<file path="config.mk">
export PLATFORM = sky130hd
export DESIGN_NAME = QuplsDecodeMem
export DESIGN_NICKNAME = d
export VERILOG_FILES = /design/src/hdl/QuplsMemPkg.sv /design/src/hdl/QuplsDecodeMem.sv
export SDC_FILE = /design/constraint.sdc
export NUM_CORES = 1
export LEC_CHECK = 0
export ABC_AREA = 1
export ABC_CLOCK_PERIOD_IN_PS = 800
export BUFFER_PORTS_ARGS = -buffer_cell sky130_fd_sc_hd__buf_2
export CAP_MARGIN = 20
export CORE_AREA = 2 2 39 41
export DETAILED_ROUTE_END_ITERATION = 16
export DIE_AREA = 0 0 41 43
export PLACE_DENSITY_LB_ADDON = 0.3
export SETUP_SLACK_MARGIN = 0.4
export SLEW_MARGIN = 10
export SYNTH_ARGS = -nofsm -noshare
export SYNTH_HDL_FRONTEND = slang
export SYNTH_SLANG_ARGS = --single-unit
</file>
<file path="constraint.sdc">
create_clock -name vclk -period 0.8
set_input_delay 0.04 -clock vclk [all_inputs]
set_output_delay 0.04 -clock vclk [all_outputs]
set_load 0.1 [all_outputs]
</file>
<file path="src/hdl/QuplsMemPkg.sv">
// Shared widths, opcode and size encodings and stage records for the memory-access slice
package QuplsMemPkg;

	// ==========================================================================
	// Widths
	// ==========================================================================

	// Register and bus data width of the core
	localparam int DataWidth = 64;
	// Effective addresses are formed at this width and then truncated
	localparam int AddrWidth = 32;
	// The data memory holds this many octas
	localparam int RamDepth = 256;
	// Octa index into the data memory, taken from address bits 10 to 3
	localparam int RamAddrWidth = 8;
	// Register number width
	localparam int TagWidth = 5;
	// Byte lanes within one octa
	localparam int BytesPerWord = DataWidth / 8;
	// Bits needed to select a byte lane
	localparam int LaneWidth = 3;
	// Signed displacement carried in the instruction word
	localparam int DispWidth = 15;

	// ==========================================================================
	// Encodings
	// ==========================================================================

	// Memory opcodes; any code not listed here is a non-memory operation
	typedef enum logic [6:0]
	{
		OP_LDB  = 7'h40,
		OP_LDBU = 7'h41,
		OP_LDW  = 7'h42,
		OP_LDWU = 7'h43,
		OP_LDT  = 7'h44,
		OP_LDTU = 7'h45,
		OP_LDO  = 7'h46,
		OP_LDX  = 7'h47,
		OP_STB  = 7'h50,
		OP_STW  = 7'h51,
		OP_STT  = 7'h52,
		OP_STO  = 7'h53,
		OP_STX  = 7'h54
	} opcode_e;

	// Access sizes of one, two, four and eight bytes
	typedef enum logic [1:0]
	{
		SzByte  = 2'd0,
		SzWyde  = 2'd1,
		SzTetra = 2'd2,
		SzOcta  = 2'd3
	} memSize_e;

	// ==========================================================================
	// Records
	// ==========================================================================

	// Instruction word; for indexed ops rb sits in the low five bits of disp
	typedef struct packed
	{
		logic [DispWidth-1:0] disp;
		logic [TagWidth-1:0] ra;
		logic [TagWidth-1:0] rt;
		opcode_e opcode;
	} instruction_t;

	// Decoded memory operation
	typedef struct packed
	{
		logic isLoad;
		logic isStore;
		memSize_e size;
		logic signExt;
		logic indexed;
		logic [TagWidth-1:0] tag;
	} memOp_t;

	// Request handed from execute to memory and from memory to result
	typedef struct packed
	{
		logic valid;
		logic isLoad;
		logic isStore;
		logic fault;
		logic [RamAddrWidth-1:0] wordAddr;
		logic [LaneWidth-1:0] byteLane;
		logic [BytesPerWord-1:0] byteEn;
		logic [DataWidth-1:0] wrData;
		memSize_e size;
		logic signExt;
		logic [TagWidth-1:0] tag;
	} memReq_t;

	// Load result tagged with its target register
	typedef struct packed
	{
		logic valid;
		logic [TagWidth-1:0] tag;
		logic [DataWidth-1:0] data;
	} memResult_t;

endpackage

</file>
<file path="src/hdl/QuplsDecodeMem.sv">
// Memory decode that sorts an instruction into load, store or other and gives size and mode
`timescale 1ns/1ps

module QuplsDecodeMem import QuplsMemPkg::*;
(
	input instruction_t instr,
	output memOp_t op,
	output logic isMem
);

	// ==========================================================================
	// Load and store tables
	// ==========================================================================

	always_comb
	begin
		// Everything defaults to a non-memory op with an octa size
		op = '0;
		op.size = SzOcta;
		// The target register doubles as the store data source
		op.tag = instr.rt;

		// Load table, the U suffix drops sign extension
		case (instr.opcode)
			OP_LDB:
			begin
				op.isLoad = 1'b1;
				op.size = SzByte;
				op.signExt = 1'b1;
			end
			OP_LDBU:
			begin
				op.isLoad = 1'b1;
				op.size = SzByte;
			end
			OP_LDW:
			begin
				op.isLoad = 1'b1;
				op.size = SzWyde;
				op.signExt = 1'b1;
			end
			OP_LDWU:
			begin
				op.isLoad = 1'b1;
				op.size = SzWyde;
			end
			OP_LDT:
			begin
				op.isLoad = 1'b1;
				op.size = SzTetra;
				op.signExt = 1'b1;
			end
			OP_LDTU:
			begin
				op.isLoad = 1'b1;
				op.size = SzTetra;
			end
			// Octa loads fill the whole register so extension has no effect
			OP_LDO, OP_LDX:
			begin
				op.isLoad = 1'b1;
				op.size = SzOcta;
				op.signExt = 1'b1;
			end
			default:
			begin
				op.isLoad = 1'b0;
			end
		endcase

		// Store table
		case (instr.opcode)
			OP_STB: op.isStore = 1'b1;
			OP_STW: op.isStore = 1'b1;
			OP_STT: op.isStore = 1'b1;
			OP_STO, OP_STX: op.isStore = 1'b1;
			default: op.isStore = 1'b0;
		endcase

		// Store sizes follow the opcode suffix as for loads
		if (instr.opcode == OP_STB)
			op.size = SzByte;
		else if (instr.opcode == OP_STW)
			op.size = SzWyde;
		else if (instr.opcode == OP_STT)
			op.size = SzTetra;

		// The X forms take base plus index instead of a displacement
		op.indexed = (instr.opcode == OP_LDX) || (instr.opcode == OP_STX);
	end

	// Any load or store goes down the memory pipe
	assign isMem = op.isLoad | op.isStore;

endmodule

</file>
### Word level (Yosys, flattened, before mapping)

Cells that the tools add are included.

* flip-flop bits (word level): 0
* input bits: 32
* output and inout port bits: 12
* word-level logic and storage cells: 28

* equality and inequality tests: 13
* mux-type cells: 7
* bitwise logic cells: 1
* reductions and logical operators: 7

Operator list (number)
* equality test 7 bit, second input constant: 13
* OR reduction 5 bit: 2
* OR reduction 8 bit: 1
* 2-to-1 mux 2 bit: 3
* one-hot mux 2 bit (3 select lines): 1
* OR reduction 2 bit: 3
* 2-to-1 mux 1 bit: 3
* logical OR 1 bit: 1
* bitwise OR 1 bit: 1

### Longest topological paths before layout

* depth in word-level cells: 6
* depth in mapped cells: 6
* depth with buffers taken out: 6

### Worst setup path before layout

No wires, ideal clock.

* kind: in2out
* from: input port instr[5] in the netlist's numbering
* to: output port op[6] in the netlist's numbering
* arrival: 2.120 ns
* required time: 0.760 ns
* slack: -1.360 ns
* cell stages on the path: 5
* path buffers: 0
* cells stage by stage: inv_2 > nand2_2 > nor3_2 > nand2_1 > nand2_1

RTL lines
* from (decl): RTL line QuplsDecodeMem.sv:6 `input instruction_t instr,`
* to (decl): RTL line QuplsDecodeMem.sv:7 `output memOp_t op,`

==> results_dict.tcl <==
set metrics [dict create \
    status "finished with violations" \
    violations "negative setup slack" \
    first_iter_violations 2 \
    vias 313 \
    cp_top_family "buffers and inverters" \
    avgRoutedWirePerCell_um 9.27 \
    worstSetupStartpointType "primary input" \
    slowest_delay_ns 0.17 \
    p_int_mw 0.160 \
    cp_data_arrival_time_ns 0.83 \
    relSlewSlack_pct 86.9 \
    placed_cell_area_sq_um 567 \
    design.seq.count 0 \
    nets 96 \
    utilization_pct 51.4 \
    ys_warn_count 0 \
    netlist-cell-type-count 12 \
    finalMaxSlewViolations 0 \
    die_area_sq_um 1760 \
    p_sw_share_pct 52.3 \
    final_area_sq_um 711 \
    rsz0062_at_grt "yes" \
    ant_nets 0 \
    syn_inst 42 \
    timing_worst_setup_path_type "in -> out" \
    min_path_type "in -> out" \
    seqPwrFrac_pct 0 \
    required_ns 0.76 \
    critPathBufInv 4 \
    fin_ws_ns -0.0737 \
    path_max_fanout 4 \
    crit_top_cell "buf_12" \
    place.gp.congestion 0.628 \
    ys_seq_area_share_pct 0 \
    drv_cap 0 \
    die_w_um 41 \
    pre_cts_ws_ns -0.275 \
    layout_common_cells "buf_6, buf_12, nor2_4, nand2_2, buf_4" \
    cp-end-kind "primary output" \
    regArea_sq_um 0 \
    pwr-share-clk_pct 0 \
    fillers 123 \
    tightestPinTransition_ns 0.196 \
    row_count 14 \
    worstPathCellList "buf_12 -> inv_12 -> nand2_8 -> nor2_4 -> nand3b_1 -> buf_6 -> nand2_4 -> buf_12" \
    final.period_utilization_pct 109 \
    io_pins 44 \
    fmax_mhz 1140 \
    hpwl_um 567 \
    totalWireLength_um 723 \
    setup-tns-final_ns -0.348 \
    syn_nets 74 \
    setup_viol 7 \
    leakage_nw 0.308 \
    coreArea_sq_um 1380 \
    drive_gt1_share_pct 83.9 \
    hold_viol_final 0 \
    grt_max_degree 6 \
    fp.dieH_um 43 \
    grt_pass1_wl_um 1230 \
    drc 0 \
    antenna_found_initial 0 \
    overflow 0 \
    first_pass_iters 4 \
    start_util_pct 15.8 \
    port_buffers 14 \
    crit_slowest_cell "buf_12" \
    pwr-share-comb_pct 100.0 \
    p_switching_mw 0.176 \
    multi_input_area_sq_um 305 \
    syn_area_sq_um 219 \
    antennaDiodeCount 0 \
    vias_per_cell 4.01 \
    syn2layout_area_growth_pct 225 \
    power_density_nw_per_um2 473 \
    ir_drop_v 0.000200 \
    post-route-min-period_ns 0.874 \
    nClkBuffers 0 \
    first_global_vias 312 \
    synth_area_per_cell_sq_um 5.21 \
    grtUsageTotal_pct 9.39 \
]
[what timing repair did]
item,in CTS,in global routing
hold buffers,0,0
buffers inserted,2,0
pin swaps,15,7
resized for setup,30,5
setup endpoints to repair,7,7
[final cells by class]
| cell class | count | area share [%] |
|---|---|---|
| repair buffers | 25 | 49.3 |
| multi-input cells | 31 | 43.0 |
| inverters | 6 | 4.93 |
| well taps | 16 | 2.82 |
[worst paths after layout]
path	start	end	slack (ns)	cells after the start
min	instr[10]	op[3]	0.08	0
max	instr[5]	op[5]	-0.07	8
[synth_stat cells]
cell | count | area [sq um]
nand2_1 | 11 | 41.3
nor2_1 | 7 | 26.3
buf_4 | 5 | 37.5
inv_1 | 4 | 15.0
nand2_2 | 3 | 18.8
nand3_1 | 3 | 15.0
nor2_2 | 3 | 18.8
inv_2 | 2 | 7.51
nand3_2 | 1 | 10.0
nand3b_1 | 1 | 7.51
nor2_4 | 1 | 11.3
nor3_2 | 1 | 10.0
[power groups by stage]
stage	clock network, mW	logic [mW]	registers, mW
3_5_place_dp	0	0.264	0
3_3_place_gp	0	0.262	0
6_report	0	0.336	0
4_1_cts	0	0.328	0
5_1_grt	0	0.352	0
2_1_floorplan	0	0.257	0
[stage by stage]
step	power (mW)	hold slack (ns)	instances
after floorplan	0.257	0.189	42
after global placement	0.262	0.0807	76
after detailed placement	0.264	0.0807	76
after CTS	0.328	0.0807	78
after global routing	0.352	0.0802	78
final	0.336	0.0800	78
[cell families (layout without fill, tap and decap cells)]
logic type | after synthesis | after routing | share of synthesized area (%)
AND/OR/NAND/NOR | 31 | 31 | 72.6
buffers and inverters | 11 | 31 | 27.4
[per-layer routing]
metal  track usage (%)  vias up  routed length, um
li1                  -      161                  -
met1              11.7      142                270
met2              17.5       10                408
met3                 0        0                 45
met4             0.667        0                  0
met5                 0        -                  0
Note: power is estimated with default switching activity, not from simulation.
