`config.mk`:
```
export PLATFORM = sky130hd
export DESIGN_NAME = QuplsAgen
export DESIGN_NICKNAME = d
export VERILOG_FILES = /design/src/hdl/QuplsMemPkg.sv /design/src/hdl/QuplsAgen.sv
export SDC_FILE = /design/constraint.sdc
export NUM_CORES = 1
export LEC_CHECK = 0
export ABC_AREA = 1
export BUFFER_PORTS_ARGS = -buffer_cell sky130_fd_sc_hd__buf_2
export CAP_MARGIN = 10
export CORE_AREA = 5 5 127 129
export DETAILED_ROUTE_END_ITERATION = 8
export DIE_AREA = 0 0 132 134
export GPL_TIMING_DRIVEN = 1
export HOLD_SLACK_MARGIN = 0.08
export PLACE_DENSITY = 0.74
export RECOVER_POWER = 25
export SYNTH_ARGS = -nofsm -noshare
export SYNTH_HDL_FRONTEND = slang
export SYNTH_SLANG_ARGS = --single-unit
```
`constraint.sdc`:
```
create_clock -name clk -period 1.8 [get_ports clk]
set_input_delay 0.45 -clock clk [delete_from_list [all_inputs] [get_ports clk]]
set_output_delay 0.45 -clock clk [all_outputs]
set_load 0.02 [all_outputs]
```
`src/hdl/QuplsMemPkg.sv`:
```
// Shared widths, opcode and size encodings and stage records for the memory-access slice
package QuplsMemPkg;

	// ==========================================================================
	// Widths
	// ==========================================================================

	// Register and bus data width of the core
	localparam int DataWidth = 64;
	// Effective addresses are formed at this width and then truncated
	localparam int AddrWidth = 32;
	// The data memory holds this many octas
	localparam int RamDepth = 256;
	// Octa index into the data memory, taken from address bits 10 to 3
	localparam int RamAddrWidth = 8;
	// Register number width
	localparam int TagWidth = 5;
	// Byte lanes within one octa
	localparam int BytesPerWord = DataWidth / 8;
	// Bits needed to select a byte lane
	localparam int LaneWidth = 3;
	// Signed displacement carried in the instruction word
	localparam int DispWidth = 15;

	// ==========================================================================
	// Encodings
	// ==========================================================================

	// Memory opcodes; any code not listed here is a non-memory operation
	typedef enum logic [6:0]
	{
		OP_LDB  = 7'h40,
		OP_LDBU = 7'h41,
		OP_LDW  = 7'h42,
		OP_LDWU = 7'h43,
		OP_LDT  = 7'h44,
		OP_LDTU = 7'h45,
		OP_LDO  = 7'h46,
		OP_LDX  = 7'h47,
		OP_STB  = 7'h50,
		OP_STW  = 7'h51,
		OP_STT  = 7'h52,
		OP_STO  = 7'h53,
		OP_STX  = 7'h54
	} opcode_e;

	// Access sizes of one, two, four and eight bytes
	typedef enum logic [1:0]
	{
		SzByte  = 2'd0,
		SzWyde  = 2'd1,
		SzTetra = 2'd2,
		SzOcta  = 2'd3
	} memSize_e;

	// ==========================================================================
	// Records
	// ==========================================================================

	// Instruction word; for indexed ops rb sits in the low five bits of disp
	typedef struct packed
	{
		logic [DispWidth-1:0] disp;
		logic [TagWidth-1:0] ra;
		logic [TagWidth-1:0] rt;
		opcode_e opcode;
	} instruction_t;

	// Decoded memory operation
	typedef struct packed
	{
		logic isLoad;
		logic isStore;
		memSize_e size;
		logic signExt;
		logic indexed;
		logic [TagWidth-1:0] tag;
	} memOp_t;

	// Request handed from execute to memory and from memory to result
	typedef struct packed
	{
		logic valid;
		logic isLoad;
		logic isStore;
		logic fault;
		logic [RamAddrWidth-1:0] wordAddr;
		logic [LaneWidth-1:0] byteLane;
		logic [BytesPerWord-1:0] byteEn;
		logic [DataWidth-1:0] wrData;
		memSize_e size;
		logic signExt;
		logic [TagWidth-1:0] tag;
	} memReq_t;

	// Load result tagged with its target register
	typedef struct packed
	{
		logic valid;
		logic [TagWidth-1:0] tag;
		logic [DataWidth-1:0] data;
	} memResult_t;

endpackage

```
`src/hdl/QuplsAgen.sv`:
```
// Execute stage forming the effective address, alignment check, byte enables and store lanes
`timescale 1ns/1ps

module QuplsAgen import QuplsMemPkg::*;
(
	input logic clk,
	input logic arstN,
	input logic instrValid,
	input logic isMem,
	input memOp_t op,
	input instruction_t instr,
	input logic [DataWidth-1:0] aVal,
	input logic [DataWidth-1:0] bVal,
	input logic [DataWidth-1:0] tVal,
	output memReq_t agenReq
);

	logic [AddrWidth-1:0] dispExt;
	logic [AddrWidth-1:0] offset;
	logic [AddrWidth-1:0] effAddr;
	logic [LaneWidth-1:0] lane;
	logic [BytesPerWord-1:0] sizeMask;
	logic misaligned;
	memReq_t reqNext;
	memReq_t reqQ;
	logic reqValidQ;

	// Displacement is sign extended to address width
	assign dispExt = {{(AddrWidth-DispWidth){instr.disp[DispWidth-1]}}, instr.disp};

	// ==========================================================================
	// Address and lane generation
	// ==========================================================================

	always_comb
	begin
		offset = op.indexed ? bVal[AddrWidth-1:0] : dispExt;
		effAddr = aVal[AddrWidth-1:0] + offset;
		lane = effAddr[LaneWidth-1:0];

		// Low address bits below the access size must be zero
		case (op.size)
			SzByte:
			begin
				sizeMask = 8'h01;
				misaligned = 1'b0;
			end
			SzWyde:
			begin
				sizeMask = 8'h03;
				misaligned = effAddr[0];
			end
			SzTetra:
			begin
				sizeMask = 8'h0F;
				misaligned = |effAddr[1:0];
			end
			default:
			begin
				sizeMask = 8'hFF;
				misaligned = |effAddr[2:0];
			end
		endcase

		reqNext.valid = instrValid & isMem;
		reqNext.isLoad = op.isLoad;
		reqNext.isStore = op.isStore;
		reqNext.fault = misaligned;
		// Bits above 10 are dropped so the memory wraps every 2 KiB
		reqNext.wordAddr = effAddr[RamAddrWidth+LaneWidth-1:LaneWidth];
		reqNext.byteLane = lane;
		// A faulted op enables no bytes at all
		reqNext.byteEn = misaligned ? '0 : sizeMask << lane;
		// Little-endian placement of the store data at its lane
		reqNext.wrData = tVal << {lane, 3'b000};
		reqNext.size = op.size;
		reqNext.signExt = op.signExt;
		reqNext.tag = op.tag;
	end

	// Valid is the only control bit that needs clearing
	always_ff @(posedge clk or negedge arstN)
	begin
		if (!arstN)
			reqValidQ <= 1'b0;
		else
			reqValidQ <= reqNext.valid;
	end

	always_ff @(posedge clk)
	begin
		if (reqNext.valid)
			reqQ <= reqNext;
	end

	always_comb
	begin
		agenReq = reqQ;
		agenReq.valid = reqValidQ;
	end

endmodule

```
[Word-level counts from Yosys, hierarchy flattened]
Cells that the tools add are included.
Word-level totals
  register bits after elaboration: 95
  bits in latches: 0
  memory bits (writable): 0
  memory bits (read-only): 0
  input port bits: 239
  output and inout port bits: 95
  logic and storage cells: 23
  memories: 0
Cells by class
  add/sub/neg operators: 1
  multiply operators: 0
  div/mod/pow operators: 0
  magnitude comparators: 0
  equality and inequality tests: 2
  shifts and indexed selects: 2
  mux-type cells: 3
  bitwise logic cells: 1
  reductions and logical operators: 3
Operators with widths (number)
  << shifter 64 x 6 -> 64 bit: 1
  one-hot mux 8 bit (3 select lines): 1
  adder 11 bit: 1
  2-to-1 mux 11 bit: 1
  << shifter 8 x 3 -> 8 bit: 1
  one-hot mux 1 bit (3 select lines): 1
  OR reduction 3 bit: 1
  == test 2 x 1 -> 1 bit, second input constant: 1
  == test 2 bit, second input constant: 1
  logical NOT 2 bit: 1
  OR reduction 2 bit: 1
  bitwise AND 1 bit: 1

[Longest topological paths before layout]
Gate-level depths: netlist (run 1).
  word-level depth: 4
  gate-level depth with buffers: 15
  gate-level depth less buffers: 13

[Worst setup path before layout (run 1)]
OpenSTA, ideal clock, no wires.
  path type: input to register
  start point: input instrValid
  end point: register reqQ (netlist bit agenReq[0]) (enable)
  library setup time: 0.448 ns
  arrival time: 2.315 ns
  required time: 1.352 ns
  slack: -0.963 ns
  stages: 2
  buffers on the path: 0
  cells stage by stage: nand2_1 inv_1
RTL lines
  start, declared: RTL line QuplsAgen.sv:8  | input logic instrValid,
  end signal, assigned: RTL line QuplsAgen.sv:93  | reqQ <= reqNext;
  end, declared: RTL line QuplsAgen.sv:25  | memReq_t reqQ;

==> results of run 1 <==
==> sequential cells by signal (all words and copies together), names as in the netlist <==
register,count
agenReq,94
reqValidQ,1
==> logic make-up after synthesis <==
logic type      after synthesis  synth area share, %
simple gates                325                 23.9
compound gates              137                 13.2
buf+inv                      99                 7.94
flops                        95                 51.8
fa+ha+maj                    11                 2.64
xor+xnor                      3                0.478
==> layout make-up <==
class | instances | area, um^2 | share of cell area, %
clock inverter | 7 | 91.3 | 1.09
clock buffer | 9 | 225 | 2.69
timing repair buffer | 287 | 1990 | 23.8
multi-input combinational | 476 | 2730 | 32.5
tap | 188 | 235 | 2.81
sequential | 95 | 2850 | 34.0
inverter | 62 | 262 | 3.12
antenna | 1 | 2.50 | 0.0298
==> path summary, 6_finish.rpt <==
| check | from | to | cells past startpoint |
|---|---|---|---|
| setup / recovery | op[5] | agenReq[57]$_DFFE_PP_ | 13 |
| hold / removal | op[2] | agenReq[2]$_DFFE_PP_ | 1 |
| max in group asynchronous | arstN | reqValidQ$_DFF_PN0_ | 2 |
| min in group asynchronous | arstN | reqValidQ$_DFF_PN0_ | 2 |
==> power groups by stage <==
stage,Combinational (W),Clock [W],Sequential (W)
5_1_grt,0.00348,0.00216,0.00284
4_1_cts,0.00297,0.00206,0.00283
3_3_place_gp,0.00250,0,0.00288
3_5_place_dp,0.00255,0,0.00287
2_1_floorplan,0.00137,0,0.00316
6_report,0.00321,0.00205,0.00283
==> placed cells by master, fill, tap and decap left out, drive strengths merged, types with 4 or more instances in the layout <==
master | netlist | final
buf | 30 | 279
nand2 | 210 | 210
edfxtp | 94 | 94
o21ai | 89 | 89
nor2 | 72 | 72
inv | 62 | 63
a21oi | 30 | 30
nand3 | 28 | 28
clkbuf | 7 | 16
o211ai | 11 | 11
ha | 10 | 10
or2 | 9 | 9
o22ai | 4 | 4
==> through the flow <==
stage	cell area [um^2]	hold slack, ps
after CTS	8040	262
after floorplan	5720	154
final	8380	270
after global routing	8380	255
after global placement	7280	226
after detailed placement	7280	226
==> routing by layer <==
| layer | track usage (%) | routed length [um] | vias to the layer above |
|---|---|---|---|
| met3 | 5.74 | 1880 | 34 |
| li1 | - | - | 2762 |
| met5 | 0 | 35 | - |
| met1 | 26.5 | 7770 | 2594 |
| met2 | 31.9 | 8920 | 291 |
| met4 | 6.11 | 314 | 8 |
==> what timing repair did <==
item	CTS	global route
pin swaps	23	30
endpoints found under the setup margin	77	80
gates resized for setup	56	81
endpoints found under the hold margin	1	0
buffers inserted	8	5
hold buffers	1	0
gates cloned	7	1
==> results.yml, run 1 <==
floorplan:
  dieArea_um2: 17700
  core_um2: 14900
  dieHeight_um: 134
  row_count: 45
  ios: 334
  start_util_pct: 36.8
  die_x_um: 132
synth:
  yosys_warnings: 0
  synth_flop_cell: "edfxtp_1"
  synth.cell_area_um2: 5500
  synth_edf_count: 94
  synth_common_cells: "nand2_1 (208), edfxtp_1 (94), nor2_1 (70)"
  synth_nets: 920
  synthTopCellsByArea: "edfxtp_1 (51%), nand2_1 (14%), o21ai_0 (6.3%)"
  yosysMostFrequentCell: "nand2_1"
  avgSynthCellArea_um2: 8.21
  synthDominantCellAreaShare_pct: 51.3
  yosysTopAreaCell: "edfxtp_1"
  netlist_instances: 670
  yosys.cell_types.count: 27
  ys_seq_area_share_pct: 51.8
  async_flop_share_pct: 1.05
  synth_seq_cells: 95
routing:
  wl_um: 18900
  drcViolationCount: 0
  viasPerCell: 5.06
  ant_nets: 0
  drt_first_pass_iters: 5
  avgRoutedWirePerCell_um: 16.8
  drtIter0Drc: 517
  dr_total_vias: 5689
final_layout:
  final_util_pct: 56.2
  fillers: 1339
  finalNetCount: 1181
  drive_gt1_share_pct: 45.9
  instances_no_fill: 1125
  areaGrowthSynthToFinish_pct: 52.5
power:
  total_power_w: 0.00809
  swShare_pct: 35.2
  internal_power_w: 0.00524
  p_seq_share_pct: 34.9
  ir_drop_mv: 0.440
  p_leak_nw: 3.76
  power_density_nw_per_um2: 965
  p_clk_share_pct: 25.3
  comb_power_share_pct: 39.7
  p_switching_w: 0.00285
clock_tree:
  cts.htree.levels: 3
  root_buffer: "clkbuf_16"
  clock_sinks: 95
  cts_tree: "done"
  clkTransAtPathRegs_ps: 80
  cts_buffers: 9
  cts_buffer_depth: 2
critical_path:
  cp-end-kind: "register"
  crit_type: "input port to register"
  slowest_delay_ps: 460
  slowest_stage: "fa_2"
  path_delay_family: "buffers and inverters"
  cp_common_cell: "buf_12"
  required_ps: 1910
  crit_fanout: 7
  crit_chain: "buf_12, inv_12, or2_4, o21ai_4, fa_2, buf_12, buf_8, buf_16, buf_4, nand2_4, nand2_2, nor2_1, a21oi_1"
  crit_buf_inv: 6
  start_kind: "input port"
  crit_arrival_ps: 2180
global_routing:
  grt_max_degree: 38
  grt_pass1_wl_um: 28200
  grt_pass1_vias: 5287
  grt_overflow: 0
  antenna_found_initial: 5
  globalRouteTotalUtil_pct: 20.0
timing:
  rsz0062_at_grt: "yes"
  hold_viol: 0
  fmax_mhz: 483
  worstMarginPinSlew_ps: 572
  slew_violations: 0
  post-route-min-period_ps: 2070
  maxSlewHeadroom_pct: 61.7
  final.setup.tns_ps: -11250
  fin_crit_sh_pct: 115
  setup_violations: 74
  setup_ws_ps: -272
placement:
  io_buffers: 206
  pre_cts_ws_ps: -823
  place_congestion: 0.914
  dp.cells: 1087
  dpl.hpwl_um: 13300
run_status:
  violations: "setup timing"
  status: "complete, but fails checks"
min_path:
  holdCritPathClass: "input port to register"
flow_run:
  cap_viol_max_count: 0
(Power assumes the default switching activity.)
==> inputs of run 2 (changes only) <==
--- a/config.mk
+++ b/config.mk
@@ -8,13 +8,15 @@
 export ABC_AREA = 1
 export BUFFER_PORTS_ARGS = -buffer_cell sky130_fd_sc_hd__buf_2
 export CAP_MARGIN = 10
-export CORE_AREA = 5 5 127 129
+export CORE_AREA = 5 5 128 130
 export DETAILED_ROUTE_END_ITERATION = 8
-export DIE_AREA = 0 0 132 134
+export DIE_AREA = 0 0 133 135
 export GPL_TIMING_DRIVEN = 1
 export HOLD_SLACK_MARGIN = 0.08
-export PLACE_DENSITY = 0.74
+export MAX_ROUTING_LAYER = met4
+export PLACE_DENSITY = 0.73
 export RECOVER_POWER = 25
+export SKIP_LAST_GASP = 1
 export SYNTH_ARGS = -nofsm -noshare
 export SYNTH_HDL_FRONTEND = slang
 export SYNTH_SLANG_ARGS = --single-unit
==> results.yml, run 2 (synthesized netlist as in run 1, its figures left out) <==
run_status:
  status: "complete, but fails checks"
  violations: "setup timing"
placement:
  io_buffers: 206
  place_congestion: 0.938
  placed_area_um2: 7300
  dpl.hpwl_um: 13400
critical_path:
  crit_fanout: 5
  start_kind: "input port"
  cp-end-kind: "register"
  crit_type: "input port to register"
  required_ps: 1910
  crit_arrival_ps: 2190
clock_tree:
  cts.htree.levels: 3
  cts_buffers: 9
  clock_sinks: 95
  clkTransAtPathRegs_ps: 80
  root_buffer: "clkbuf_16"
  cts_buffer_depth: 2
  cts_tree: "done"
floorplan:
  dieArea_um2: 18000
  core_um2: 15000
  dieHeight_um: 135
  die_x_um: 133
  start_util_pct: 36.6
  row_count: 45
  ios: 334
power:
  p_seq_share_pct: 35.7
  swShare_pct: 36.3
  ir_drop_mv: 0.574
  p_clk_share_pct: 24.7
  internal_power_w: 0.00505
  power_density_nw_per_um2: 955
  p_switching_w: 0.00287
  total_power_w: 0.00792
  p_leak_nw: 3.79
  comb_power_share_pct: 39.6
timing:
  setup_ws_ps: -279
  fmax_mhz: 481
  hold_viol: 0
  slew_violations: 0
  setup_violations: 73
  maxSlewHeadroom_pct: 61.6
  rsz0062_at_grt: "yes"
  post-route-min-period_ps: 2080
  fin_worst_hold_slack_ps: 263
  worstMarginPinSlew_ps: 570
  fin_crit_sh_pct: 115
final_layout:
  drive_gt1_share_pct: 44.8
  most-common-layout-cells: "buf_2 (201), nand2_1 (171), edfxtp_1 (94), nor2_1 (58), inv_1 (51)"
  final_common_cell: "buf_2"
  areaGrowthSynthToFinish_pct: 50.8
  largest_register_ffs: 94
  finalNetCount: 1176
  final_util_pct: 55.2
  finalInstanceArea_um2: 8290
routing:
  drt_first_pass_iters: 8
  drtIter0Drc: 506
  viasPerCell: 5.00
  ant_nets: 0
  avgRoutedWirePerCell_um: 16.5
  drcViolationCount: 0
  wl_um: 18500
  dr_total_vias: 5620
min_path:
  whs_path_depth: 1
  holdCritPathClass: "input port to register"
global_routing:
  globalRouteTotalUtil_pct: 20.3
  grt_pass1_wl_um: 28000
  antenna_found_initial: 6
  grt_overflow: 0
  grt_max_degree: 49
  grt_pass1_vias: 5380
flow_run:
  cap_viol_max_count: 0
run 2: cell types whose count changed in the layout (fill, tap and decap cells not counted), sizes merged:
cell    previous run  this run
diode              1         6
buf              279       275
inv               63        66
clkinv             3         1
bufinv             1         0
clkbuf            16        15
run 2: power by group through the flow:
stage | sequential [W] | clock [W] | combinational (W)
after CTS | 0.00283 | 0.00198 | 0.00302
after global routing | 0.00285 | 0.00208 | 0.00339
after detailed placement | 0.00288 | 0 | 0.00256
after global placement | 0.00288 | 0 | 0.00253
final | 0.00283 | 0.00196 | 0.00313
after floorplan | 0.00316 | 0 | 0.00137
run 2: path summary, 6_finish.rpt:
kind	start	end	slack [ps]
max	op[5]	agenReq[59]$_DFFE_PP_	-280
min	op[3]	agenReq[3]$_DFFE_PP_	260
max in group asynchronous	arstN	reqValidQ$_DFF_PN0_	1310
min in group asynchronous	arstN	reqValidQ$_DFF_PN0_	400
run 2: worst max-delay path, stage by stage:
cell and delay, ps:
buf_12 120, inv_12 50, nand2_4 40, nand2_4 60
ha_4 130, inv_2 40, fa_2 660, buf_6 170
nor2_4 60, buf_12 150, nand2_4 60, nand2_1 50
nor2_1 110, a21oi_1 60
run 2: layout make-up:
cell class / instances / area, um^2
fillers: 1353 / 6740
flip-flops and latches: 95 / 2850
multi-input cells: 476 / 2720
repair buffers: 282 / 1920
inverters: 62 / 262
well taps: 188 / 235
clock buffers: 9 / 225
clock inverters: 7 / 75.1
diodes: 6 / 15.0
run 2: through the flow:
step | setup slack, ps | setup TNS [ps] | cells
2_1_floorplan | -551 | -75840 | 670
3_3_place_gp | -723 | -49600 | 1088
3_5_place_dp | -774 | -51980 | 1088
4_1_cts | -305 | -16570 | 1117
5_1_grt | -343 | -16010 | 1125
6_report | -279 | -11750 | 1125
run 2: timing repair:
item | in CTS | in global routing
hold endpoints to repair | 1 | 0
hold buffers | 1 | 0
setup endpoints to repair | 78 | 78
buffers inserted | 8 | 5
pin swaps | 45 | 29
gates resized for setup | 88 | 55
cloned | 5 | 2
run 2: routing by layer:
metal  part of all wire [%]  global-route usage (%)  vias up
met2                     47                    31.7      298
li1                       -                       -     2762
met3                     10                    5.10       25
met4                    1.7                    6.58        0
met1                     41                    25.9     2535
met5                      0                       -        -
