===== src/hdl/QuplsMemPkg.sv =====
// Shared widths, opcode and size encodings and stage records for the memory-access slice
package QuplsMemPkg;

	// ==========================================================================
	// Widths
	// ==========================================================================

	// Register and bus data width of the core
	localparam int DataWidth = 64;
	// Effective addresses are formed at this width and then truncated
	localparam int AddrWidth = 32;
	// The data memory holds this many octas
	localparam int RamDepth = 256;
	// Octa index into the data memory, taken from address bits 10 to 3
	localparam int RamAddrWidth = 8;
	// Register number width
	localparam int TagWidth = 5;
	// Byte lanes within one octa
	localparam int BytesPerWord = DataWidth / 8;
	// Bits needed to select a byte lane
	localparam int LaneWidth = 3;
	// Signed displacement carried in the instruction word
	localparam int DispWidth = 15;

	// ==========================================================================
	// Encodings
	// ==========================================================================

	// Memory opcodes; any code not listed here is a non-memory operation
	typedef enum logic [6:0]
	{
		OP_LDB  = 7'h40,
		OP_LDBU = 7'h41,
		OP_LDW  = 7'h42,
		OP_LDWU = 7'h43,
		OP_LDT  = 7'h44,
		OP_LDTU = 7'h45,
		OP_LDO  = 7'h46,
		OP_LDX  = 7'h47,
		OP_STB  = 7'h50,
		OP_STW  = 7'h51,
		OP_STT  = 7'h52,
		OP_STO  = 7'h53,
		OP_STX  = 7'h54
	} opcode_e;

	// Access sizes of one, two, four and eight bytes
	typedef enum logic [1:0]
	{
		SzByte  = 2'd0,
		SzWyde  = 2'd1,
		SzTetra = 2'd2,
		SzOcta  = 2'd3
	} memSize_e;

	// ==========================================================================
	// Records
	// ==========================================================================

	// Instruction word; for indexed ops rb sits in the low five bits of disp
	typedef struct packed
	{
		logic [DispWidth-1:0] disp;
		logic [TagWidth-1:0] ra;
		logic [TagWidth-1:0] rt;
		opcode_e opcode;
	} instruction_t;

	// Decoded memory operation
	typedef struct packed
	{
		logic isLoad;
		logic isStore;
		memSize_e size;
		logic signExt;
		logic indexed;
		logic [TagWidth-1:0] tag;
	} memOp_t;

	// Request handed from execute to memory and from memory to result
	typedef struct packed
	{
		logic valid;
		logic isLoad;
		logic isStore;
		logic fault;
		logic [RamAddrWidth-1:0] wordAddr;
		logic [LaneWidth-1:0] byteLane;
		logic [BytesPerWord-1:0] byteEn;
		logic [DataWidth-1:0] wrData;
		memSize_e size;
		logic signExt;
		logic [TagWidth-1:0] tag;
	} memReq_t;

	// Load result tagged with its target register
	typedef struct packed
	{
		logic valid;
		logic [TagWidth-1:0] tag;
		logic [DataWidth-1:0] data;
	} memResult_t;

endpackage


===== src/hdl/QuplsLoadAlign.sv =====
// Result stage aligning, masking and extending load data and raising the completion strobes
`timescale 1ns/1ps

module QuplsLoadAlign import QuplsMemPkg::*;
(
	input logic clk,
	input logic arstN,
	input memReq_t ramReq,
	input logic [DataWidth-1:0] ramData,
	output memResult_t result,
	output logic storeDone,
	output logic alignFault
);

	logic [DataWidth-1:0] shifted;
	logic [DataWidth-1:0] extended;
	logic loadOk;
	logic storeOk;
	logic faultHit;
	logic resValidQ;
	logic [TagWidth-1:0] resTagQ;
	logic [DataWidth-1:0] resDataQ;

	// ==========================================================================
	// Lane shift and extension
	// ==========================================================================

	always_comb
	begin
		// The addressed byte moves down to bit zero
		shifted = ramData >> {ramReq.byteLane, 3'b000};
		case (ramReq.size)
			SzByte:
				extended = {{(DataWidth-8){ramReq.signExt & shifted[7]}}, shifted[7:0]};
			SzWyde:
				extended = {{(DataWidth-16){ramReq.signExt & shifted[15]}}, shifted[15:0]};
			SzTetra:
				extended = {{(DataWidth-32){ramReq.signExt & shifted[31]}}, shifted[31:0]};
			default:
				extended = shifted;
		endcase
	end

	// Exactly one strobe fires per valid request
	assign loadOk = ramReq.valid & ramReq.isLoad & ~ramReq.fault;
	assign storeOk = ramReq.valid & ramReq.isStore & ~ramReq.fault;
	assign faultHit = ramReq.valid & ramReq.fault;

	always_ff @(posedge clk or negedge arstN)
	begin
		if (!arstN)
		begin
			resValidQ <= 1'b0;
			storeDone <= 1'b0;
			alignFault <= 1'b0;
		end
		else
		begin
			resValidQ <= loadOk;
			storeDone <= storeOk;
			alignFault <= faultHit;
		end
	end

	// Tag and data hold their last load value between results
	always_ff @(posedge clk)
	begin
		if (loadOk)
		begin
			resTagQ <= ramReq.tag;
			resDataQ <= extended;
		end
	end

	assign result = '{valid: resValidQ, tag: resTagQ, data: resDataQ};

endmodule


===== config.mk =====
export PLATFORM = sky130hd
export DESIGN_NAME = QuplsLoadAlign
export DESIGN_NICKNAME = d
export VERILOG_FILES = /design/src/hdl/QuplsMemPkg.sv /design/src/hdl/QuplsLoadAlign.sv
export SDC_FILE = /design/constraint.sdc
export NUM_CORES = 1
export LEC_CHECK = 0
export ABC_AREA = 1
export BUFFER_PORTS_ARGS = -buffer_cell sky130_fd_sc_hd__buf_2
export CAP_MARGIN = 40
export CORE_UTILIZATION = 29
export CTS_BUF_LIST = sky130_fd_sc_hd__clkbuf_16
export DETAILED_ROUTE_END_ITERATION = 6
export MAX_ROUTING_LAYER = met4
export PLACE_DENSITY = 0.61
export SYNTH_ARGS = -nofsm -noshare
export SYNTH_HDL_FRONTEND = slang
export SYNTH_SLANG_ARGS = --single-unit

===== constraint.sdc =====
create_clock -name clk -period 0.8 [get_ports clk]
set_input_delay 0.04 -clock clk [delete_from_list [all_inputs] [get_ports clk]]
set_output_delay 0.04 -clock clk [all_outputs]
set_load 0.005 [all_outputs]

# Yosys cells after proc, flatten, opt, wreduce, memory -nomap -nowiden
# Index checks and enable logic that the tools add are counted.
[word_totals]
inputBits = 161
register_bits = 72
out_inout_bits = 72
elab_cells = 19
[classes]
n_reduce_logical = 1
eq_ne = 2
n_mux = 1
shift = 1
bitwise = 9
[ops]
columns = ["operator", "count"]
rows = [
  ["64-bit case mux with 3 select lines", 1],
  ["64-bit by 6-bit >> shifter with 64-bit output", 1],
  ["1-bit bitwise AND", 8],
  ["2-bit by 1-bit equality test with 1-bit output (second input constant)", 1],
  ["2-bit equality test (second input constant)", 1],
  ["2-bit logical NOT", 1],
  ["1-bit inverter", 1],
]

# Longest topological paths before layout
# Gate-level depths: netlist of the first run.
[logic_depth]
depth_word = 3
ltp_mapped = 11
ltp_nobuf = 9

# Worst setup path after synthesis of the first run
# No wires, ideal clock.
[synth_path]
kind = "in2reg"
start = "input ramReq[93] in the netlist's numbering"
end = "register resDataQ[0] (enable)"
path_buffers = 0
arrival_ns = 3.023
required_time_ns = 0.300
slack_ns = -2.722
path_stages = 2
setup_ns = 0.500
cell_sequence = "nand2_1 > nor2_1"
[synth_via]
elab_chain_len = 2
[synth_rtl]
columns = ["element", "line_no", "text"]
rows = [
  ["start, declared", "QuplsLoadAlign.sv:8", "input memReq_t ramReq,"],
  ["1-bit bitwise AND (2 in series)", "QuplsLoadAlign.sv:45", "assign loadOk = ramReq.valid & ramReq.isLoad & ~ramReq.fault;"],
  ["via loadOk", "QuplsLoadAlign.sv:17", "logic loadOk;"],
  ["end signal, assigned", "QuplsLoadAlign.sv:71", "resDataQ <= extended;"],
  ["end, declared", "QuplsLoadAlign.sv:22", "logic [DataWidth-1:0] resDataQ;"],
]
# The timed path passes the listed nets, and every way through them passes these cells.
# A chain may end at the register's enable or synchronous reset.

# Final worst setup path of the first run
[layout_path]
start = "input ramReq[80] in the netlist's numbering"
end = "register resDataQ[34] (data pin)"
[layout_via]
elab_chain_len = 3
elab_cells_between_ends = 5
classes_between = "1 x shift; 1 x mux; 3 x bitwise"
[layout_rtl]
columns = ["element", "line_no", "text"]
rows = [
  ["64-bit by 6-bit >> shifter with 64-bit output (*)", "QuplsLoadAlign.sv:31", "shifted = ramData >> {ramReq.byteLane, 3'b000};"],
  ["1-bit bitwise AND, on equally long branches", "QuplsLoadAlign.sv:38, QuplsLoadAlign.sv:34, QuplsLoadAlign.sv:36", ""],
  ["64-bit case mux with 3 select lines (*)", "QuplsLoadAlign.sv:32", "case (ramReq.size)"],
  ["via extended[34]", "QuplsLoadAlign.sv:16", "logic [DataWidth-1:0] extended;"],
]
# Mark *: on every way through the listed nets, which the timed path passes. The rest lies on a longest branch.

==> flow_summary_export.csv, run 1 <==
group,metric,value,unit
pwr,ir_drop,0.001051,V
route,drt-pass1-iter-count,5,
floorplan,pin_count,233,
finish,mostFrequentLayoutCells,"nand2_1, buf_2, buf_4, edfxtp_1, nand3_1",
floorplan,core_area,0.01520,mm²
clock_tree,cts_made_buffers,9,
critical_path,path_max_fanout,6,
yosys,synth.avg_cell_area,7.939,µm²
route,drc,0,
grt,grt_pass1_vias,4627,
sta,rsz0062_at_grt,"true",
yosys,synth-seq-cells,72,
route,viasPerCell,5.117,
grt,antenna_found_initial,0,
sta,min_period,1.027,ns
yosys,synth_nets,729,
yosys,synthTopCellsByArea,"edfxtp_1, nand2_1, nand3_1",
grt,gr-usage-all-layers,21.67,%
clock_tree,clock_sinks,72,
yosys,yosysSeqAreaShare,47.61,%
pwr,power-per-cell-area,1483,mW/mm²
critical_path,cp.arrival,1.08,ns
floorplan,die_w,126.7,µm
yosys,netlist_area,0.004509,mm²
sta,timing.slew.headroom,76.44,%
yosys,ys.flop_type,"edfxtp_1",
floorplan,row_count,45,
clock_tree,clock-root-buffer,"clkbuf_16",
floorplan,die_y,126.7,µm
run_status,status,"finished with violations",
clock_tree,clk_pin_slew,0.05,ns
route,drt.antenna.violating_nets,0,
sta,fin_crit_sh,128.4,%
sta,max_clock_freq,0.9738,GHz
clock_tree,clock_path_buffers,2,
grt,grt_pass1_wl,25340,µm
pwr,power,10.96,mW
floorplan,initial_core_util,29.66,%
min_path,hp-class,"input pin to asynchronous set/reset pin",
critical_path,end_kind,"register",
placement,gp_congestion,0.9072,
clock_tree,htreeDepth,3,
placement,port_buffers,152,
floorplan,die-area,0.01605,mm²
critical_path,criticalPathCategory,"input pin to register",
finish,drive_gt1_share,47.22,%
sta,timing.hold.ws,0.03186,ns
finish,layout.cells.most_common,"nand2_1",
finish,nets,965,
route,wl,17300,µm
placement,detailed_place_hpwl,12110,µm
critical_path,required,0.85,ns
grt,grt_overflow,0,
sta,worst_slack,-0.2269,ns
run,maxCapViolCount,0,
sta,setup_viol,133,
yosys,yosys_warnings,0,
yosys,ys_types,27,
run_status,violations,"setup timing",
finish,syn_to_final_growth,63.85,%
yosys,netlist_instances,568,
sta,slew_viol_final,0,
sta,finalHoldViolCount,0,
yosys,synth_top_area_share,45.95,%
yosys,async_flop_share,4.167,%
route,first_iter_violations,456,
clock_tree,cts_tree,"built",
sta,worst_slew_pin_slew,0.3519,ns
yosys,synth_edf_count,69,
yosys,yosysTopAreaCell,"edfxtp_1",
finish,antenna_cells,0,
pwr,total_leakage_power,3.361,nW
critical_path,start_kind,"input pin",
grt,grt_max_degree,37,
route,routedWlPerCell,17.35,µm
route,vias,5102,
==> cells in the mapped netlist, types with 4 or more instances <==
master,count
nand2_1,206
edfxtp_1,69
nor2_1,22
o211ai_1,15
o21ai_0,38
o21ai_1,14
inv_1,9
or2_1,4
nand4_1,34
nand2_2,14
buf_2,23
buf_6,8
or2_2,6
clkbuf_1,13
a21oi_1,9
nand3_1,66
==> final timing paths <==
path,from,end,slack [ns],depth (start not counted)
max in group asynchronous,arstN,resValidQ,0.67,2
min in group clk,ramReq[94],alignFault,0.08,4
min,arstN,storeDone,0.03,2
max,ramReq[80],resDataQ[34],-0.23,9
==> power breakdown <==
group          internal (mW)  switching, mW
clock network           2.07           1.54
logic                   1.33           1.56
registers               4.41         0.0617
total                   7.81           3.15
==> flip-flops by register name, summed over array words and instances (netlist names) <==
signal and cells:
alignFault 1, resDataQ 64, resTagQ 5, resValidQ 1
storeDone 1
==> metrics by stage <==
step / area, µm² / utilization, % / TNS [ns] / std cells / worst slack (ns)
3_3_place_gp: 6147 / 40.44 / -50.13 / 936 / -0.7001
6_report: 7388 / 48.60 / -15.95 / 997 / -0.2269
2_1_floorplan: 4770 / - / -65.71 / 568 / -0.7290
3_5_place_dp: 6147 / 40.44 / -51.30 / 936 / -0.7376
5_1_grt: 7388 / 48.60 / -20.84 / 997 / -0.2676
4_1_cts: 6957 / 45.76 / -16.38 / 983 / -0.2091
==> kinds of logic (layout without fill, tap and decap cells) <==
logic type             after synthesis  after routing  synth area share (%)
and+or+nand+nor                    354            355                 34.71
AOI/OAI and AO/OA                   78             78                 9.628
DFF                                 72             72                 47.61
buffers and inverters               62            302                 7.603
muxes                                2              2                0.4440
==> critical path, cell delays in order <==
cell and delay, ns:
buf_12 0.12, buf_8 0.14, nand2_1 0.07, nand2_1 0.07
nand2_2 0.09, nand3_4 0.12, nand3_4 0.15, buf_6 0.14
nand4_1 0.14
==> layout make-up <==
class                      count  area, µm²
tap                          188      235.2
fill                        1450       7814
sequential                    72       2147
multi-input combinational    435       2482
inverter                      13      78.83
clock inverter                 7      40.04
timing repair inverter         1      16.27
timing repair buffer         272       2163
clock buffer                   9      225.2
==> metal layers <==
| metal | vias to the layer above | wire length (µm) | share of wire, % | GRT usage, % |
|---|---|---|---|---|
| met4 | 0 | 646 | 3.7 | 10.01 |
| met5 | - | 0 | 0 | - |
| met1 | 2375 | 7623 | 44 | 29.49 |
| li1 | 2437 | - | - | - |
| met3 | 41 | 1269 | 7.3 | 3.290 |
| met2 | 249 | 7759 | 45 | 31.72 |
==> repair_timing <==
action / 4_1_cts / 5_1_grt
resized for setup: 56 / 57
buffers inserted: 20 / 6
pin swaps: 17 / 38
hold buffers: 8 / 0
endpoints found under the setup margin: 135 / 135
gates cloned: 4 / 8
endpoints found under the hold margin: 9 / 0
Note: power is estimated with default switching activity, not from simulation.
==> run 2, diff against run 1 <==
==> constraint.sdc (replaced) <==
create_clock -name clk -period 0.8 [get_ports clk]
set_input_delay 0.08 -clock clk [delete_from_list [all_inputs] [get_ports clk]]
set_output_delay 0.08 -clock clk [all_outputs]
set_load 0.005 [all_outputs]
==> run 2 against run 1 <==
The run still ends with setup timing left. Die area is the same. Design area shrank 3.4%. Worst setup slack lost 0.043 ns. Clock power grew 18%. Wire length shrank 2.8%. Via count shrank 2.2%. Combinational power shrank 5%. Cell count shrank 1.7%. Critical path type unchanged.
==> flow_summary_export.csv, run 2 (synthesis results as in run 1) <==
group,metric,value,unit
clock_tree,cts_made_buffers,9,
route,wl,16810,µm
finish,syn_to_final_growth,58.27,%
pwr,p_comb_share,23.9,%
pwr,switchingPower,3.127,mW
route,routedWlPerCell,17.16,µm
grt,antenna_found_initial,0,
sta,min_period,1.070,ns
sta,timing.slew.headroom,74.23,%
finish,nets,948,
run_status,status,"finished with violations",
pwr,ir_drop,0.001145,V
floorplan,initial_core_util,29.66,%
sta,setup_tns,-21.58,ns
placement,placed_area,0.006140,mm²
route,viasPerCell,5.092,
finish,largestRegisters,"resDataQ: 64 flops, resTagQ: 5 flops",
finish,num-fill-cells,1476,
finish,largest_register_ffs,64,
run,maxCapViolCount,0,
clock_tree,clock_sinks,72,
pwr,p_clk_share,37.2,%
grt,grt_pass1_vias,4502,
finish,final_core_util,46.95,%
floorplan,die-area,0.01605,mm²
floorplan,die_y,126.7,µm
pwr,switching_share,27.26,%
floorplan,pin_count,233,
critical_path,path_max_fanout,10,
sta,max_clock_freq,0.9343,GHz
finish,seq_area,0.002147,mm²
grt,grt_pass1_wl,25070,µm
clock_tree,clk_pin_slew,0.05,ns
floorplan,die_w,126.7,µm
route,vias,4990,
critical_path,criticalPathCategory,"input pin to register",
finish,drive_gt1_share,45.96,%
clock_tree,htreeDepth,3,
route,drt.antenna.violating_nets,0,
pwr,power-per-cell-area,1607,mW/mm²
sta,fin_crit_sh,133.8,%
placement,preCtsSetupSlack,-0.8033,ns
floorplan,core_area,0.01520,mm²
pwr,p_seq_share,39.0,%
route,first_iter_violations,443,
critical_path,start_kind,"input pin",
placement,gp_congestion,0.9112,
run_status,violations,"setup timing",
finish,top_register,"resDataQ",
sta,worst_slack,-0.2703,ns
sta,slew_viol_final,0,
pwr,internal-power,8.343,mW
critical_path,required,0.86,ns
grt,grt_overflow,0,
pwr,total_leakage_power,3.234,nW
clock_tree,clock_path_buffers,2,
finish,layout.cells.most_common,"nand2_1",
placement,detailed_place_hpwl,12210,µm
placement,port_buffers,152,
floorplan,row_count,45,
critical_path,end_kind,"register",
finish,antenna_cells,0,
grt,gr-usage-all-layers,21.55,%
finish,fin_cells,980,
sta,worst_slew_pin_slew,0.3849,ns
finish,multi_input_area,0.002407,mm²
sta,rsz0062_at_grt,"true",
sta,setup_viol,134,
finish,fin_area,0.007137,mm²
route,drc,0,
finish,mostFrequentLayoutCells,"nand2_1, buf_2, edfxtp_1, buf_4, nand3_1",
clock_tree,cts_tree,"built",
route,drt-pass1-iter-count,5,
sta,timing.hold.ws,0.03890,ns
sta,finalHoldViolCount,0,
grt,grt_max_degree,37,
clock_tree,clock-root-buffer,"clkbuf_16",
pwr,power,11.47,mW
min_path,hp-class,"input pin to register",
critical_path,cp.arrival,1.13,ns
placement,dp_cells,935,
[run 2: changes by cell type in the layout (fill, tap and decap cells not counted), sizes merged]
cell and delta:
buf -11, bufinv +2, clkbuf -4, clkinv -3, dlygate4sd3 -1, inv +1, nand3 -1
[run 2: path summary, 6_finish.rpt]
path / slack, ns / cells after the start / startpoint / endpoint
setup / recovery: -0.27 / 9 / ramReq[80] / resDataQ[62]
hold / removal: 0.04 / 3 / ramReq[91] / storeDone
max in group asynchronous: 0.63 / 2 / arstN / resValidQ
min in group asynchronous: 0.07 / 2 / arstN / alignFault
[run 2: metal layers]
layer / global-route usage, % / part of all wire [%] / up-vias
li1: - / - / 2415
met2: 32.63 / 46 / 221
met4: 7.773 / 2.2 / 0
met1: 29.46 / 45 / 2328
met5: - / 0 / -
met3: 2.952 / 6.9 / 26
[run 2: worst max-delay path: stages]
cell and delay, ns:
buf_12 0.12, buf_12 0.14, nand2_4 0.05, nand2_1 0.06, nand2_2 0.09, nand3_4 0.09, nand3_4 0.19, buf_12 0.16
nand4_1 0.13
[run 2: cell type report]
type                       instances  share of cell area, %
clock buffer                       9                  3.156
clock inverter                     7                  1.210
inverter                          13                  1.034
timing repair buffer             256                  27.33
timing repair inverter             1                 0.1578
multi-input combinational        434                  33.73
tap                              188                  3.296
sequential                        72                  30.08
[run 2: power by group through the flow]
stage / Sequential (mW) / Clock (mW) / Combinational (mW)
floorplan: 4.57 / 0 / 1.23
detailed placement: 4.55 / 0 / 2.33
finish: 4.47 / 4.26 / 2.74
CTS: 4.48 / 4.32 / 2.61
global route: 4.49 / 4.46 / 2.97
global placement: 4.55 / 0 / 2.32
[run 2: repair_timing]
action	4_1_cts	5_1_grt
setup buffers	13	2
cloned	4	3
endpoints found under the setup margin	135	136
hold buffers	7	0
resized for setup	66	29
endpoints found under the hold margin	9	0
pin swaps	26	11
